<file path="src/mcu8_cfg.svh">
`ifndef MCU8_CFG_SVH
`define MCU8_CFG_SVH

// datapath width
`define MCU8_DATA_W    8

// program space, 4k words
`define MCU8_ADDR_W    12

// instruction word, opcode in bits 17..12
`define MCU8_INSTR_W   18
`define MCU8_OPCODE_W  6

// register file, sixteen entries
`define MCU8_REG_AW    4

// call stack, 32 return addresses
`define MCU8_STACK_AW  5

`endif

</file>
<file path="src/mcu8_pkg.sv">
`include "mcu8_cfg.svh"

package mcu8_pkg;

   // register forms; setting bit 0 selects the kk / pp form
   typedef enum logic [`MCU8_OPCODE_W-1:0] {
      op_load      = 6'b000000,
      op_and       = 6'b000010,
      op_or        = 6'b000100,
      op_xor       = 6'b000110,
      op_input     = 6'b001000,
      op_add       = 6'b010000,
      op_addcy     = 6'b010010,
      op_sub       = 6'b011000,
      op_subcy     = 6'b011010,
      op_compare   = 6'b011100,
      op_comparecy = 6'b011110,
      op_output    = 6'b101100,
      op_call      = 6'b100000,
      op_jump      = 6'b100010,
      op_return    = 6'b100101,
      op_call_z    = 6'b110000,
      op_jump_z    = 6'b110010,
      op_call_nz   = 6'b110100,
      op_jump_nz   = 6'b110110,
      op_call_c    = 6'b111000,
      op_jump_c    = 6'b111010,
      op_call_nc   = 6'b111100,
      op_jump_nc   = 6'b111110
   } opcode_t;

   typedef struct packed {
      opcode_t                 opcode;
      logic [`MCU8_REG_AW-1:0] sx;
      logic [`MCU8_DATA_W-1:0] low;    // sy in the upper nibble, or kk
   } instr_t;

   typedef enum logic [1:0] {
      br_none,
      br_jump,
      br_call,
      br_return
   } branch_t;

   typedef enum logic [2:0] {
      cond_always,
      cond_z,
      cond_nz,
      cond_c,
      cond_nc
   } cond_t;

   typedef enum logic [3:0] {
      alu_none,
      alu_load,
      alu_and,
      alu_or,
      alu_xor,
      alu_add,
      alu_sub,
      alu_input,
      alu_output
   } alu_op_t;

   typedef struct packed {
      alu_op_t                 alu_op;
      logic                    use_const;
      logic                    use_carry;
      logic                    is_compare;
      branch_t                 branch;
      cond_t                   cond;
      logic [`MCU8_REG_AW-1:0] sx;
      logic [`MCU8_REG_AW-1:0] sy;
      logic [`MCU8_DATA_W-1:0] kk;
      logic [`MCU8_ADDR_W-1:0] target;
   } ctrl_t;

   typedef struct packed {
      logic z;
      logic c;
   } flags_t;

   typedef struct packed {
      logic                    en;
      logic [`MCU8_REG_AW-1:0] addr;
      logic [`MCU8_DATA_W-1:0] data;
   } reg_wr_t;

endpackage

</file>
<file path="src/mcu8_decoder.sv">
`include "mcu8_cfg.svh"

module mcu8_decoder (
   input  mcu8_pkg::instr_t instruction,
   output mcu8_pkg::ctrl_t  ctrl
);
   import mcu8_pkg::*;

   logic [`MCU8_OPCODE_W-1:0] op;

   assign op = instruction.opcode;

   always_comb
   begin
      ctrl            = '0;
      ctrl.alu_op     = alu_none;
      ctrl.branch     = br_none;
      ctrl.cond       = cond_always;
      ctrl.sx         = instruction.sx;
      ctrl.sy         = instruction.low[7:4];
      ctrl.kk         = instruction.low;
      ctrl.target     = {instruction.sx, instruction.low};
      ctrl.use_const  = op[0];

      // datapath group, bit 0 picks kk and bit 1 the carry-in
      casez (op)
         6'b00000?: ctrl.alu_op = alu_load;
         6'b00001?: ctrl.alu_op = alu_and;
         6'b00010?: ctrl.alu_op = alu_or;
         6'b00011?: ctrl.alu_op = alu_xor;
         6'b00100?: ctrl.alu_op = alu_input;
         6'b10110?: ctrl.alu_op = alu_output;
         6'b0100??:
         begin
            ctrl.alu_op    = alu_add;
            ctrl.use_carry = op[1];
         end
         6'b0110??:
         begin
            ctrl.alu_op    = alu_sub;
            ctrl.use_carry = op[1];
         end
         6'b0111??:
         begin
            ctrl.alu_op     = alu_sub;   // compare is a subtract without write-back
            ctrl.use_carry  = op[1];
            ctrl.is_compare = 1'b1;
         end
         default: ;
      endcase

      // program flow group
      case (instruction.opcode)
         op_jump:   ctrl.branch = br_jump;
         op_call:   ctrl.branch = br_call;
         op_return: ctrl.branch = br_return;
         op_jump_z, op_jump_nz, op_jump_c, op_jump_nc:
         begin
            ctrl.branch = br_jump;
            ctrl.cond   = cond_t'({1'b0, op[3:2]} + 3'd1);   // z, nz, c, nc in order
         end
         op_call_z, op_call_nz, op_call_c, op_call_nc:
         begin
            ctrl.branch = br_call;
            ctrl.cond   = cond_t'({1'b0, op[3:2]} + 3'd1);
         end
         default: ;
      endcase
   end

endmodule

</file>
<file path="src/mcu8_dpram.sv">
module mcu8_dpram #(
   parameter type payload_t = logic [7:0],
   parameter int  addr_w    = 4
) (
   input  logic              clk,
   input  logic [addr_w-1:0] wr_addr,
   input  logic              wr_en,
   input  payload_t          wr_data,
   input  logic [addr_w-1:0] rd_addr,
   output payload_t          rd_data
);

   payload_t mem [2**addr_w];

   // contents start at zero
   initial
   begin
      for (int i = 0; i < 2**addr_w; i++)
      begin
         mem[i] = '0;
      end
   end

   always @(posedge clk)
   begin
      if (wr_en)
      begin
         mem[wr_addr] <= wr_data;
      end
   end

   assign rd_data = mem[rd_addr];   // asynchronous read

endmodule

</file>
<file path="src/mcu8_alu.sv">
`include "mcu8_cfg.svh"

module mcu8_alu (
   input  logic                    clk,
   input  logic                    core_rst,
   input  logic                    decode_phase,
   input  logic                    execute_phase,
   input  mcu8_pkg::ctrl_t         ctrl,
   input  logic [`MCU8_DATA_W-1:0] sx_data,
   input  logic [`MCU8_DATA_W-1:0] sy_data,
   input  logic [`MCU8_DATA_W-1:0] in_port,
   output mcu8_pkg::reg_wr_t       reg_wr,
   output mcu8_pkg::flags_t        flags,
   output logic [`MCU8_DATA_W-1:0] port_id,
   output logic [`MCU8_DATA_W-1:0] out_port,
   output logic                    read_strobe,
   output logic                    write_strobe
);
   import mcu8_pkg::*;

   logic [`MCU8_DATA_W-1:0] opnd_b;
   logic                    cin;
   logic [`MCU8_DATA_W:0]   result;      // bit 8 is carry or borrow
   logic [`MCU8_DATA_W:0]   result_q;
   alu_op_t                 op_q;
   logic                    carry_q;
   logic                    compare_q;
   logic [`MCU8_REG_AW-1:0] sx_q;
   logic                    res_zero;
   logic                    writes_sx;

   //////////////////////////////////////////////////
   // decode phase

   assign opnd_b = ctrl.use_const ? ctrl.kk : sy_data;
   assign cin    = ctrl.use_carry & flags.c;

   always_comb
   begin
      case (ctrl.alu_op)
         alu_load:   result = {1'b0, opnd_b};
         alu_and:    result = {1'b0, sx_data & opnd_b};
         alu_or:     result = {1'b0, sx_data | opnd_b};
         alu_xor:    result = {1'b0, sx_data ^ opnd_b};
         alu_add:    result = {1'b0, sx_data} + {1'b0, opnd_b} + {{`MCU8_DATA_W{1'b0}}, cin};
         alu_sub:    result = {1'b0, sx_data} - {1'b0, opnd_b} - {{`MCU8_DATA_W{1'b0}}, cin};
         alu_output: result = {1'b0, sx_data};    // held for out_port
         default:    result = '0;
      endcase
   end

   always_ff @(posedge clk)
   begin
      if (core_rst)
      begin
         op_q <= alu_none;
      end
      else if (decode_phase)
      begin
         op_q <= ctrl.alu_op;
      end
   end

   always_ff @(posedge clk)
   begin
      if (decode_phase)
      begin
         result_q  <= result;
         carry_q   <= ctrl.use_carry;
         compare_q <= ctrl.is_compare;
         sx_q      <= ctrl.sx;
      end
   end

   //////////////////////////////////////////////////
   // execute phase

   assign res_zero = (result_q[`MCU8_DATA_W-1:0] == '0);

   always_ff @(posedge clk)
   begin
      if (core_rst)
      begin
         flags <= '0;
      end
      else if (execute_phase)
      begin
         case (op_q)
            alu_and, alu_or, alu_xor:
            begin
               flags.z <= res_zero;
               flags.c <= 1'b0;
            end
            alu_add, alu_sub:
            begin
               flags.z <= res_zero & (~carry_q | flags.z);   // chained forms keep Z
               flags.c <= result_q[`MCU8_DATA_W];
            end
            default: ;   // both flags hold
         endcase
      end
   end

   assign writes_sx = (op_q inside {alu_load, alu_and, alu_or, alu_xor, alu_add, alu_sub,
                                    alu_input}) & ~compare_q;

   always_comb
   begin
      reg_wr.en   = execute_phase & writes_sx;
      reg_wr.addr = sx_q;
      reg_wr.data = (op_q == alu_input) ? in_port : result_q[`MCU8_DATA_W-1:0];
   end

   // port strobes
   assign port_id      = opnd_b;   // instruction is held through execute
   assign out_port     = result_q[`MCU8_DATA_W-1:0];
   assign read_strobe  = decode_phase & (ctrl.alu_op == alu_input);
   assign write_strobe = execute_phase & (op_q == alu_output);

endmodule

</file>
<file path="src/mcu8_sequencer.sv">
`include "mcu8_cfg.svh"

module mcu8_sequencer (
   input  logic                    clk,
   input  logic                    rst,
   input  mcu8_pkg::ctrl_t         ctrl,
   input  mcu8_pkg::flags_t        flags,
   output logic [`MCU8_ADDR_W-1:0] address,
   output logic                    bram_enable,
   output logic                    decode_phase,
   output logic                    execute_phase,
   output logic                    core_rst
);
   import mcu8_pkg::*;

   logic                      rst_meta;
   logic                      rst_sync;
   logic                      stack_fault;   // one-cycle restart request
   logic [`MCU8_ADDR_W-1:0]   pc;
   logic [`MCU8_ADDR_W-1:0]   pc_next;
   logic [`MCU8_STACK_AW:0]   sp;            // entries stacked, 0 to 32
   logic [`MCU8_STACK_AW-1:0] top_addr;
   logic [`MCU8_ADDR_W-1:0]   pop_addr;
   logic                      taken;
   logic                      push;
   logic                      pop;
   logic                      fault;

   //////////////////////////////////////////////////
   // reset

   always_ff @(posedge clk)
   begin
      rst_meta <= rst;
      rst_sync <= rst_meta;
   end

   assign core_rst = rst_sync | stack_fault;

   //////////////////////////////////////////////////
   // branch decision and stack

   always_comb
   begin
      case (ctrl.cond)
         cond_z:  taken = flags.z;
         cond_nz: taken = ~flags.z;
         cond_c:  taken = flags.c;
         cond_nc: taken = ~flags.c;
         default: taken = 1'b1;
      endcase
   end

   assign push     = decode_phase & (ctrl.branch == br_call) & taken;
   assign pop      = decode_phase & (ctrl.branch == br_return);
   assign fault    = (push & sp[`MCU8_STACK_AW]) | (pop & (sp == '0));   // msb set means full
   assign pc_next  = pc + 1'b1;
   assign top_addr = sp[`MCU8_STACK_AW-1:0] - 1'b1;

   mcu8_dpram #(
      .payload_t (logic [`MCU8_ADDR_W-1:0]),
      .addr_w    (`MCU8_STACK_AW)
   ) u_stack (
      .clk     (clk),
      .wr_addr (sp[`MCU8_STACK_AW-1:0]),
      .wr_en   (push & ~fault),
      .wr_data (pc_next),
      .rd_addr (top_addr),
      .rd_data (pop_addr)
   );

   //////////////////////////////////////////////////
   // phases and program counter

   always_ff @(posedge clk)
   begin
      if (core_rst)
      begin
         bram_enable   <= 1'b0;
         decode_phase  <= 1'b0;
         execute_phase <= 1'b0;
         stack_fault   <= 1'b0;
         pc            <= '0;
         sp            <= '0;
      end
      else
      begin
         bram_enable   <= ~bram_enable & ~fault;   // no fetch on the way to a restart
         decode_phase  <= bram_enable;
         execute_phase <= decode_phase;
         stack_fault   <= fault;
         if (decode_phase & ~fault)
         begin
            if (push)
            begin
               pc <= ctrl.target;
               sp <= sp + 1'b1;
            end
            else if (pop)
            begin
               pc <= pop_addr;
               sp <= sp - 1'b1;
            end
            else if ((ctrl.branch == br_jump) & taken)
            begin
               pc <= ctrl.target;
            end
            else
            begin
               pc <= pc_next;
            end
         end
      end
   end

   assign address = pc;

endmodule

</file>
<file path="src/mcu8_top.sv">
`include "mcu8_cfg.svh"

module mcu8_top (
   input  logic                     clk,
   input  logic                     rst,
   input  logic [`MCU8_INSTR_W-1:0] instruction,
   input  logic [`MCU8_DATA_W-1:0]  in_port,
   output logic [`MCU8_ADDR_W-1:0]  address,
   output logic                     bram_enable,
   output logic [`MCU8_DATA_W-1:0]  port_id,
   output logic [`MCU8_DATA_W-1:0]  out_port,
   output logic                     read_strobe,
   output logic                     write_strobe
);
   import mcu8_pkg::*;

   instr_t                  instr;
   ctrl_t                   ctrl;
   flags_t                  flags;
   reg_wr_t                 reg_wr;
   logic                    decode_phase;
   logic                    execute_phase;
   logic                    core_rst;
   logic [`MCU8_DATA_W-1:0] sx_data;
   logic [`MCU8_DATA_W-1:0] sy_data;

   assign instr = instr_t'(instruction);

   mcu8_decoder u_decoder (
      .instruction (instr),
      .ctrl        (ctrl)
   );

   mcu8_sequencer u_sequencer (
      .clk           (clk),
      .rst           (rst),
      .ctrl          (ctrl),
      .flags         (flags),
      .address       (address),
      .bram_enable   (bram_enable),
      .decode_phase  (decode_phase),
      .execute_phase (execute_phase),
      .core_rst      (core_rst)
   );

   mcu8_alu u_alu (
      .clk           (clk),
      .core_rst      (core_rst),
      .decode_phase  (decode_phase),
      .execute_phase (execute_phase),
      .ctrl          (ctrl),
      .sx_data       (sx_data),
      .sy_data       (sy_data),
      .in_port       (in_port),
      .reg_wr        (reg_wr),
      .flags         (flags),
      .port_id       (port_id),
      .out_port      (out_port),
      .read_strobe   (read_strobe),
      .write_strobe  (write_strobe)
   );

   // register file, one copy per read port
   mcu8_dpram #(
      .payload_t (logic [`MCU8_DATA_W-1:0]),
      .addr_w    (`MCU8_REG_AW)
   ) u_regs_sx (
      .clk     (clk),
      .wr_addr (reg_wr.addr),
      .wr_en   (reg_wr.en),
      .wr_data (reg_wr.data),
      .rd_addr (ctrl.sx),
      .rd_data (sx_data)
   );

   mcu8_dpram #(
      .payload_t (logic [`MCU8_DATA_W-1:0]),
      .addr_w    (`MCU8_REG_AW)
   ) u_regs_sy (
      .clk     (clk),
      .wr_addr (reg_wr.addr),
      .wr_en   (reg_wr.en),
      .wr_data (reg_wr.data),
      .rd_addr (ctrl.sy),
      .rd_data (sy_data)
   );

endmodule

</file>
<file path="config.mk">
export PLATFORM = sky130hd
export DESIGN_NAME = mcu8_top
export DESIGN_NICKNAME = d
export VERILOG_FILES = /design/src/mcu8_pkg.sv /design/src/mcu8_decoder.sv /design/src/mcu8_dpram.sv /design/src/mcu8_alu.sv /design/src/mcu8_sequencer.sv /design/src/mcu8_top.sv
export VERILOG_INCLUDE_DIRS = /design/src /design/src/src
export SDC_FILE = /design/constraint.sdc
export NUM_CORES = 1
export LEC_CHECK = 0
export ABC_AREA = 1
export BUFFER_PORTS_ARGS = -buffer_cell sky130_fd_sc_hd__buf_2
export CORE_UTILIZATION = 45
export CTS_CLUSTER_SIZE = 8
export DETAILED_ROUTE_END_ITERATION = 8
export GPL_ROUTABILITY_DRIVEN = 0
export SLEW_MARGIN = 25
export SYNTH_ARGS = -nofsm -noshare
export SYNTH_HDL_FRONTEND = slang
export SYNTH_SLANG_ARGS = --single-unit
</file>
<file path="constraint.sdc">
create_clock -name clk -period 4.65 [get_ports clk]
set_clock_uncertainty 0.2 [all_clocks]
set_input_delay 0.2325 -clock clk [delete_from_list [all_inputs] [get_ports clk]]
set_output_delay 0.2325 -clock clk [all_outputs]
set_load 0.01 [all_outputs]
</file>
==> impl_metrics.ini, run 1 <==
[worst_setup_path]
path_cells = dlygate4sd3_1 -> buf_2 -> inv_1 -> buf_4 -> a21oi_1 -> o21ai_0 -> nand3_1 -> nand3_1 -> nand2_1 -> ha_1 -> ha_1 -> inv_1 -> nor4_1 -> nand2_1 -> o311ai_0 -> xor2_1 -> o21ai_0
crit_path_max_incr_delay_ns = 0.63
cp-start-kind = input port
required_ns = 4.81
crit_path_end_kind = flop
cp.buffers_inverters = 5
critPathMaxFanout = 21
worst-endpoint-arrival_ns = 4.07
crit_family = buffers and inverters
critPathSlowestCell = inv_1
critPathKind = in -> reg

[logic_synthesis]
avgSynthCellArea_sq_um = 10.1
synth-async-reset-ratio_pct = 0
synth-edff-count = 527
ys.flop_type = edfxtp_1
syn-cell-area_sq_mm = 0.0262
yosysSeqAreaShare_pct = 62.8
synth_cell_types = 44
synth_cells = 2584
synth-seq-cells = 557
yosysWarnings = 0
mappedNetlistNets = 2660

[final_layout]
antenna_cells = 0
final_util_pct = 52.0
final_cells = 3454
layout.nets = 2737
final_area_sq_mm = 0.0299
drive_gt1_share_pct = 9.97
synthToLayoutAreaGrowth_pct = 14.4

[die]
start_util_pct = 45.4
die_x_um = 243
rows = 88
core_sq_mm = 0.0576
dieArea_sq_mm = 0.0591
die_h_um = 243
ioPinCount = 59

[timing]
relSlewSlack_pct = 27.1
finalMaxSlewViolations = 0
hold_violations = 0
max_freq_ghz = 0.255
tightest_slew_ns = 1.09
setup_viol = 0
rsz0062_at_grt = no
tns_ns = 0
period_share_pct = 84.2
period_needed_ns = 3.92

[power_and_ir_drop]
finalPower_uw = 11700
p_leak_uw = 0.0114
power_per_cell_area_mw_per_mm2 = 391
ir_drop_v = 0.000267

[cts]
cts_sinks = 557
cts_setup_buffers = 0
numCtsBuffers = 80
ctsLongestPathBuffers = 3
clkTransAtPathRegs_ns = 0.05
cts-hold-fix-buffers = 16
root_buffer = clkbuf_16
htreeDepth = 3
cts_tree = yes
insertion_delay_ns = 0.63
cts_resized = 0

[place]
io_buffers = 58
dpl.cell_count = 3327
placed_cell_area_sq_mm = 0.0274
place_hpwl_mm = 45.5

[routing]
routed_wirelength_mm = 73.4
drcViolationCount = 0
ant_nets = 0
vias_per_cell = 5.68
dr.first_iter.drc_count = 2014
route.detailed.wl_per_inst_um = 21.2
vias = 19600
dr.pass1.iters = 6

[outcome]
status = finished clean

[global_route]
grt_antenna_before_repair = 1
grt_pass1_vias = 18700
grt_use_total_pct = 24.8
grt_pass1_wl_mm = 112
grt_max_degree = 166
grt-ovfl-total = 0

[worst_hold_path]
hp-class = in -> reg

[run]
maxCapViolations = 0
-- cell usage after synthesis, types with 3 or more instances --
| cell type | number | area share (%) |
|---|---|---|
| edfxtp_1 | 527 | 60 |
| nor2_1 | 408 | 5.9 |
| nand2_1 | 392 | 5.6 |
| nand3_1 | 291 | 5.6 |
| o21ai_0 | 241 | 4.6 |
| inv_1 | 189 | 2.7 |
| a21oi_1 | 96 | 1.8 |
| o211ai_1 | 65 | 1.9 |
| buf_2 | 61 | 1.2 |
| clkbuf_1 | 57 | 0.82 |
| ha_1 | 43 | 2.1 |
| o21ai_1 | 39 | 0.75 |
| dfxtp_1 | 30 | 2.3 |
| buf_4 | 18 | 0.52 |
| buf_1 | 13 | 0.19 |
| nand4_1 | 12 | 0.29 |
| inv_2 | 11 | 0.16 |
| o221ai_1 | 11 | 0.37 |
| xor2_1 | 10 | 0.33 |
| o22ai_1 | 9 | 0.22 |
| mux2_2 | 8 | 0.34 |
| nor3_1 | 6 | 0.11 |
| fa_1 | 5 | 0.38 |
| a211oi_1 | 4 | 0.11 |
| nand2_2 | 4 | 0.096 |
| nor2_2 | 4 | 0.096 |
| xnor2_1 | 4 | 0.13 |
| nand3b_1 | 3 | 0.086 |
| nor4_1 | 3 | 0.072 |
-- layout by cell type (no fill, tap or decap), types with 3 or more instances in the layout --
master	n
a211oi_1	4
nor2_2	7
inv_2	12
ha_1	42
nor3_1	6
nand3_1	291
nand2_2	4
a21oi_1	96
clkbuf_1	20
xor2_4	6
edfxtp_1	527
clkbuf_16	81
nand4_1	12
buf_4	63
dfxtp_1	29
o22ai_1	9
buf_12	8
inv_1	187
o21ai_0	241
xor2_1	6
o21ai_1	39
o221ai_1	11
dlygate4sd3_1	16
buf_2	58
nor2_1	405
nand2_1	392
nand3b_1	3
nor4_1	3
mux2_2	8
o211ai_1	65
fa_1	5
-- worst paths after layout --
check                           depth (start not counted)            startpoint  slack, ns                endpoint
worst max-delay path                                   17        instruction[9]       0.73       u_alu.result_q[8]
worst min-delay path                                    2            in_port[7]       0.05     u_regs_sy.mem[6][7]
worst max register to register                         11     u_sequencer.sp[1]       1.14  u_sequencer.address[9]
worst min register to register                          0  u_sequencer.rst_meta       0.13    u_sequencer.rst_sync
-- registers in the layout (all words and copies together), names as in the netlist --
name	cells
u_alu.result_q	9
u_alu.compare_q	1
u_alu.carry_q	1
u_sequencer.rst_meta	1
u_sequencer.execute_phase	1
u_sequencer.rst_sync	1
u_alu.op_q	4
u_alu.sx_q	4
u_alu.flags	2
u_sequencer.u_stack.mem	384
u_regs_sy.mem	128
u_sequencer.decode_phase	1
u_sequencer.stack_fault	1
u_sequencer.sp	6
u_sequencer.bram_enable	1
u_sequencer.address	12
-- power breakdown --
group | switching, uW | total [uW] | internal [uW]
combinational | 574 | 815 | 241
clock | 2100 | 5360 | 3260
sequential | 17.8 | 5520 | 5500
total | 2690 | 11700 | 9000
-- routing by layer --
layer  up-vias  global-route usage, %  share of wire [%]
met3       181                   3.94                7.1
li1       9115                      -                  -
met1      9460                   32.8                 41
met4         0                   10.7                4.2
met2       868                   40.5                 48
met5         -                      0                  0
-- final cells by class --
cell class | instances | area, sq um
Timing Repair Buffer | 145 | 1080
Inverter | 200 | 756
Multi-Input combinational cell | 1677 | 8420
Sequential cell | 557 | 16400
Clock inverter | 9 | 185
Tap cell | 765 | 957
Fill cell | 5064 | 27700
Clock buffer | 101 | 2100
-- logic make-up (layout without fill, tap and decap cells) --
group / count (synthesis) / after routing / synth area share (%)
mux: 8 / 8 / 0.344
compound gates: 476 / 476 / 10.1
simple gates: 1128 / 1128 / 18.0
fa+ha+maj: 48 / 48 / 2.44
buf+inv: 350 / 455 / 5.58
xor+xnor: 17 / 17 / 0.741
flops: 557 / 557 / 62.8
-- metrics by stage --
step / hold WS, ns / worst slack [ns]
final: 0.0473 / 0.734
after global routing: 0.0562 / 0.534
after CTS: 0.0149 / 0.883
after detailed placement: 0.114 / 0.704
after global placement: 0.114 / 0.725
after floorplan: 0.0602 / 1.18
(Power assumes the default switching activity.)
==> run 2: changes to the inputs <==
==> constraint.sdc (replaced) <==
create_clock -name clk -period 3.15 [get_ports clk]
set_clock_uncertainty 0.2 [all_clocks]
set_input_delay 0.1575 -clock clk [delete_from_list [all_inputs] [get_ports clk]]
set_output_delay 0.1575 -clock clk [all_outputs]
set_load 0.01 [all_outputs]
==> impl_metrics.ini, run 2 (synthesized netlist as in run 1, its figures left out) <==
[outcome]
status = complete, but fails checks
violations = setup timing

[worst_setup_path]
path_cells = o21ai_1 -> o22ai_1 -> o211ai_1 -> nand2_2 -> fa_2 -> fa_2 -> inv_2 -> nand2_2 -> nand2_2 -> nand2_2 -> nand2_2 -> nand2_2 -> a21oi_2 -> nand2_1 -> nand2_1 -> nand2_1 -> nor2_1 -> nand3_1
critPathMaxFanout = 3
path_common_cell = nand2_2
required_ns = 3.32
r2r_start = u_regs_sy.mem[1][0]
critPathSlowestCell = edfxtp_1
crit_path_max_incr_delay_ns = 0.43
critPathKind = reg -> reg
cp-start-kind = flop
crit_family = simple AND/OR/NAND/NOR gates
r2r_slack_ns = -0.03
critPathLaunch = u_regs_sy.mem[1][0]
worst-endpoint-arrival_ns = 3.35
crit_path_end_kind = flop
cp.buffers_inverters = 1

[final_layout]
layout.nets = 2908
largest_reg_flops = 384
largest-register = u_sequencer.u_stack.mem
final_cells = 3626
antenna_cells = 0
layout.cells.most_common = edfxtp_1
num-fill-cells = 4951
final_cell_mix = edfxtp_1 (527), nor2_1 (401), nand2_1 (382), nand3_1 (287), o21ai_0 (223)
drive_gt1_share_pct = 16.5
synthToLayoutAreaGrowth_pct = 20.1

[place]
place_hpwl_mm = 48.8
dp_worst_setup_slack_ns = -0.254
io_buffers = 58
dpl.cell_count = 3489

[power_and_ir_drop]
power_per_cell_area_mw_per_mm2 = 553
finalPower_uw = 17400
p_leak_uw = 0.0123
ir_drop_v = 0.000426

[cts]
numCtsBuffers = 79
root_buffer = clkbuf_16
clkTransAtPathRegs_ns = 0.06
cts_sinks = 557
htreeDepth = 3
cts_tree = yes
ctsLongestPathBuffers = 3
insertion_delay_ns = 0.62

[routing]
routed_wirelength_mm = 74.4
route.detailed.wl_per_inst_um = 20.5
drcViolationCount = 0
ant_nets = 0
vias = 20300
dr.first_iter.drc_count = 1877
dr.pass1.iters = 6
vias_per_cell = 5.59

[die]
ioPinCount = 59
core_sq_mm = 0.0576
dieArea_sq_mm = 0.0591
die_x_um = 243
start_util_pct = 45.4
rows = 88
die_h_um = 243

[timing]
period_share_pct = 101
relSlewSlack_pct = 55.0
tightest_slew_ns = 0.674
finalMaxSlewViolations = 0
hold_violations = 0
period_needed_ns = 3.18
timing.final.ws_setup_ns = -0.0279
setup_viol = 2
rsz0062_at_grt = yes
max_freq_ghz = 0.315

[global_route]
grt_pass1_wl_mm = 113
grt_max_degree = 103
grt_pass1_vias = 19500
grt_antenna_before_repair = 0
grt_use_total_pct = 25.0
grt-ovfl-total = 0

[run]
maxCapViolations = 0

[worst_hold_path]
hold_path.startpoint = in_port[5]
hp-class = in -> reg
run 2: worst paths after layout:
check	endpoint	cells after the start
min	u_regs_sy.mem[3][5]	2
max	u_alu.result_q[6]	18
max reg2reg	u_alu.result_q[6]	18
min reg2reg	u_sequencer.rst_sync	0
run 2: cell type report:
| type | instances | area, sq um | share of cell area (%) |
|---|---|---|---|
| flip-flops and latches | 557 | 16400 | 52.3 |
| multi-input cells | 1677 | 8560 | 27.2 |
| repair buffers | 317 | 2490 | 7.93 |
| clock buffers | 104 | 2090 | 6.66 |
| well taps | 765 | 957 | 3.05 |
| inverters | 200 | 756 | 2.41 |
| clock inverters | 6 | 131 | 0.418 |
run 2: report_power, final:
group,switching (uW),total [uW],leakage (uW),internal [uW]
logic,931,1540,0.00603,610
clock network,3090,7700,0.00107,4610
registers,24.0,8140,0.00515,8120
total,4050,17400,0.0123,13300
run 2: metal layers:
layer / global-route usage [%] / vias up / share of wire, %
met3: 3.85 / 196 / 6.6
li1: - / 9469 / -
met4: 10.7 / 0 / 4.2
met1: 32.0 / 9724 / 40
met2: 42.3 / 869 / 49
met5: 0 / - / 0
run 2: stage by stage:
stage | TNS [ns] | hold WS (ns) | util, % | area [sq um]
2_1_floorplan | 0 | -0.0148 | - | 26200
3_3_place_gp | -0.535 | 0.0599 | 49.9 | 28700
3_5_place_dp | -0.773 | 0.0616 | 49.9 | 28700
4_1_cts | 0 | 0.00271 | 54.2 | 31200
5_1_grt | -1.03 | 0.0261 | 54.5 | 31400
6_report | -0.0295 | 0.0210 | 54.5 | 31400
run 2: repair_timing:
item,in CTS,in global routing
pin swaps,0,31
buffers inserted,0,4
resized for setup,5,68
endpoints found under the hold margin,87,0
hold buffers,23,0
setup endpoints to repair,2,111
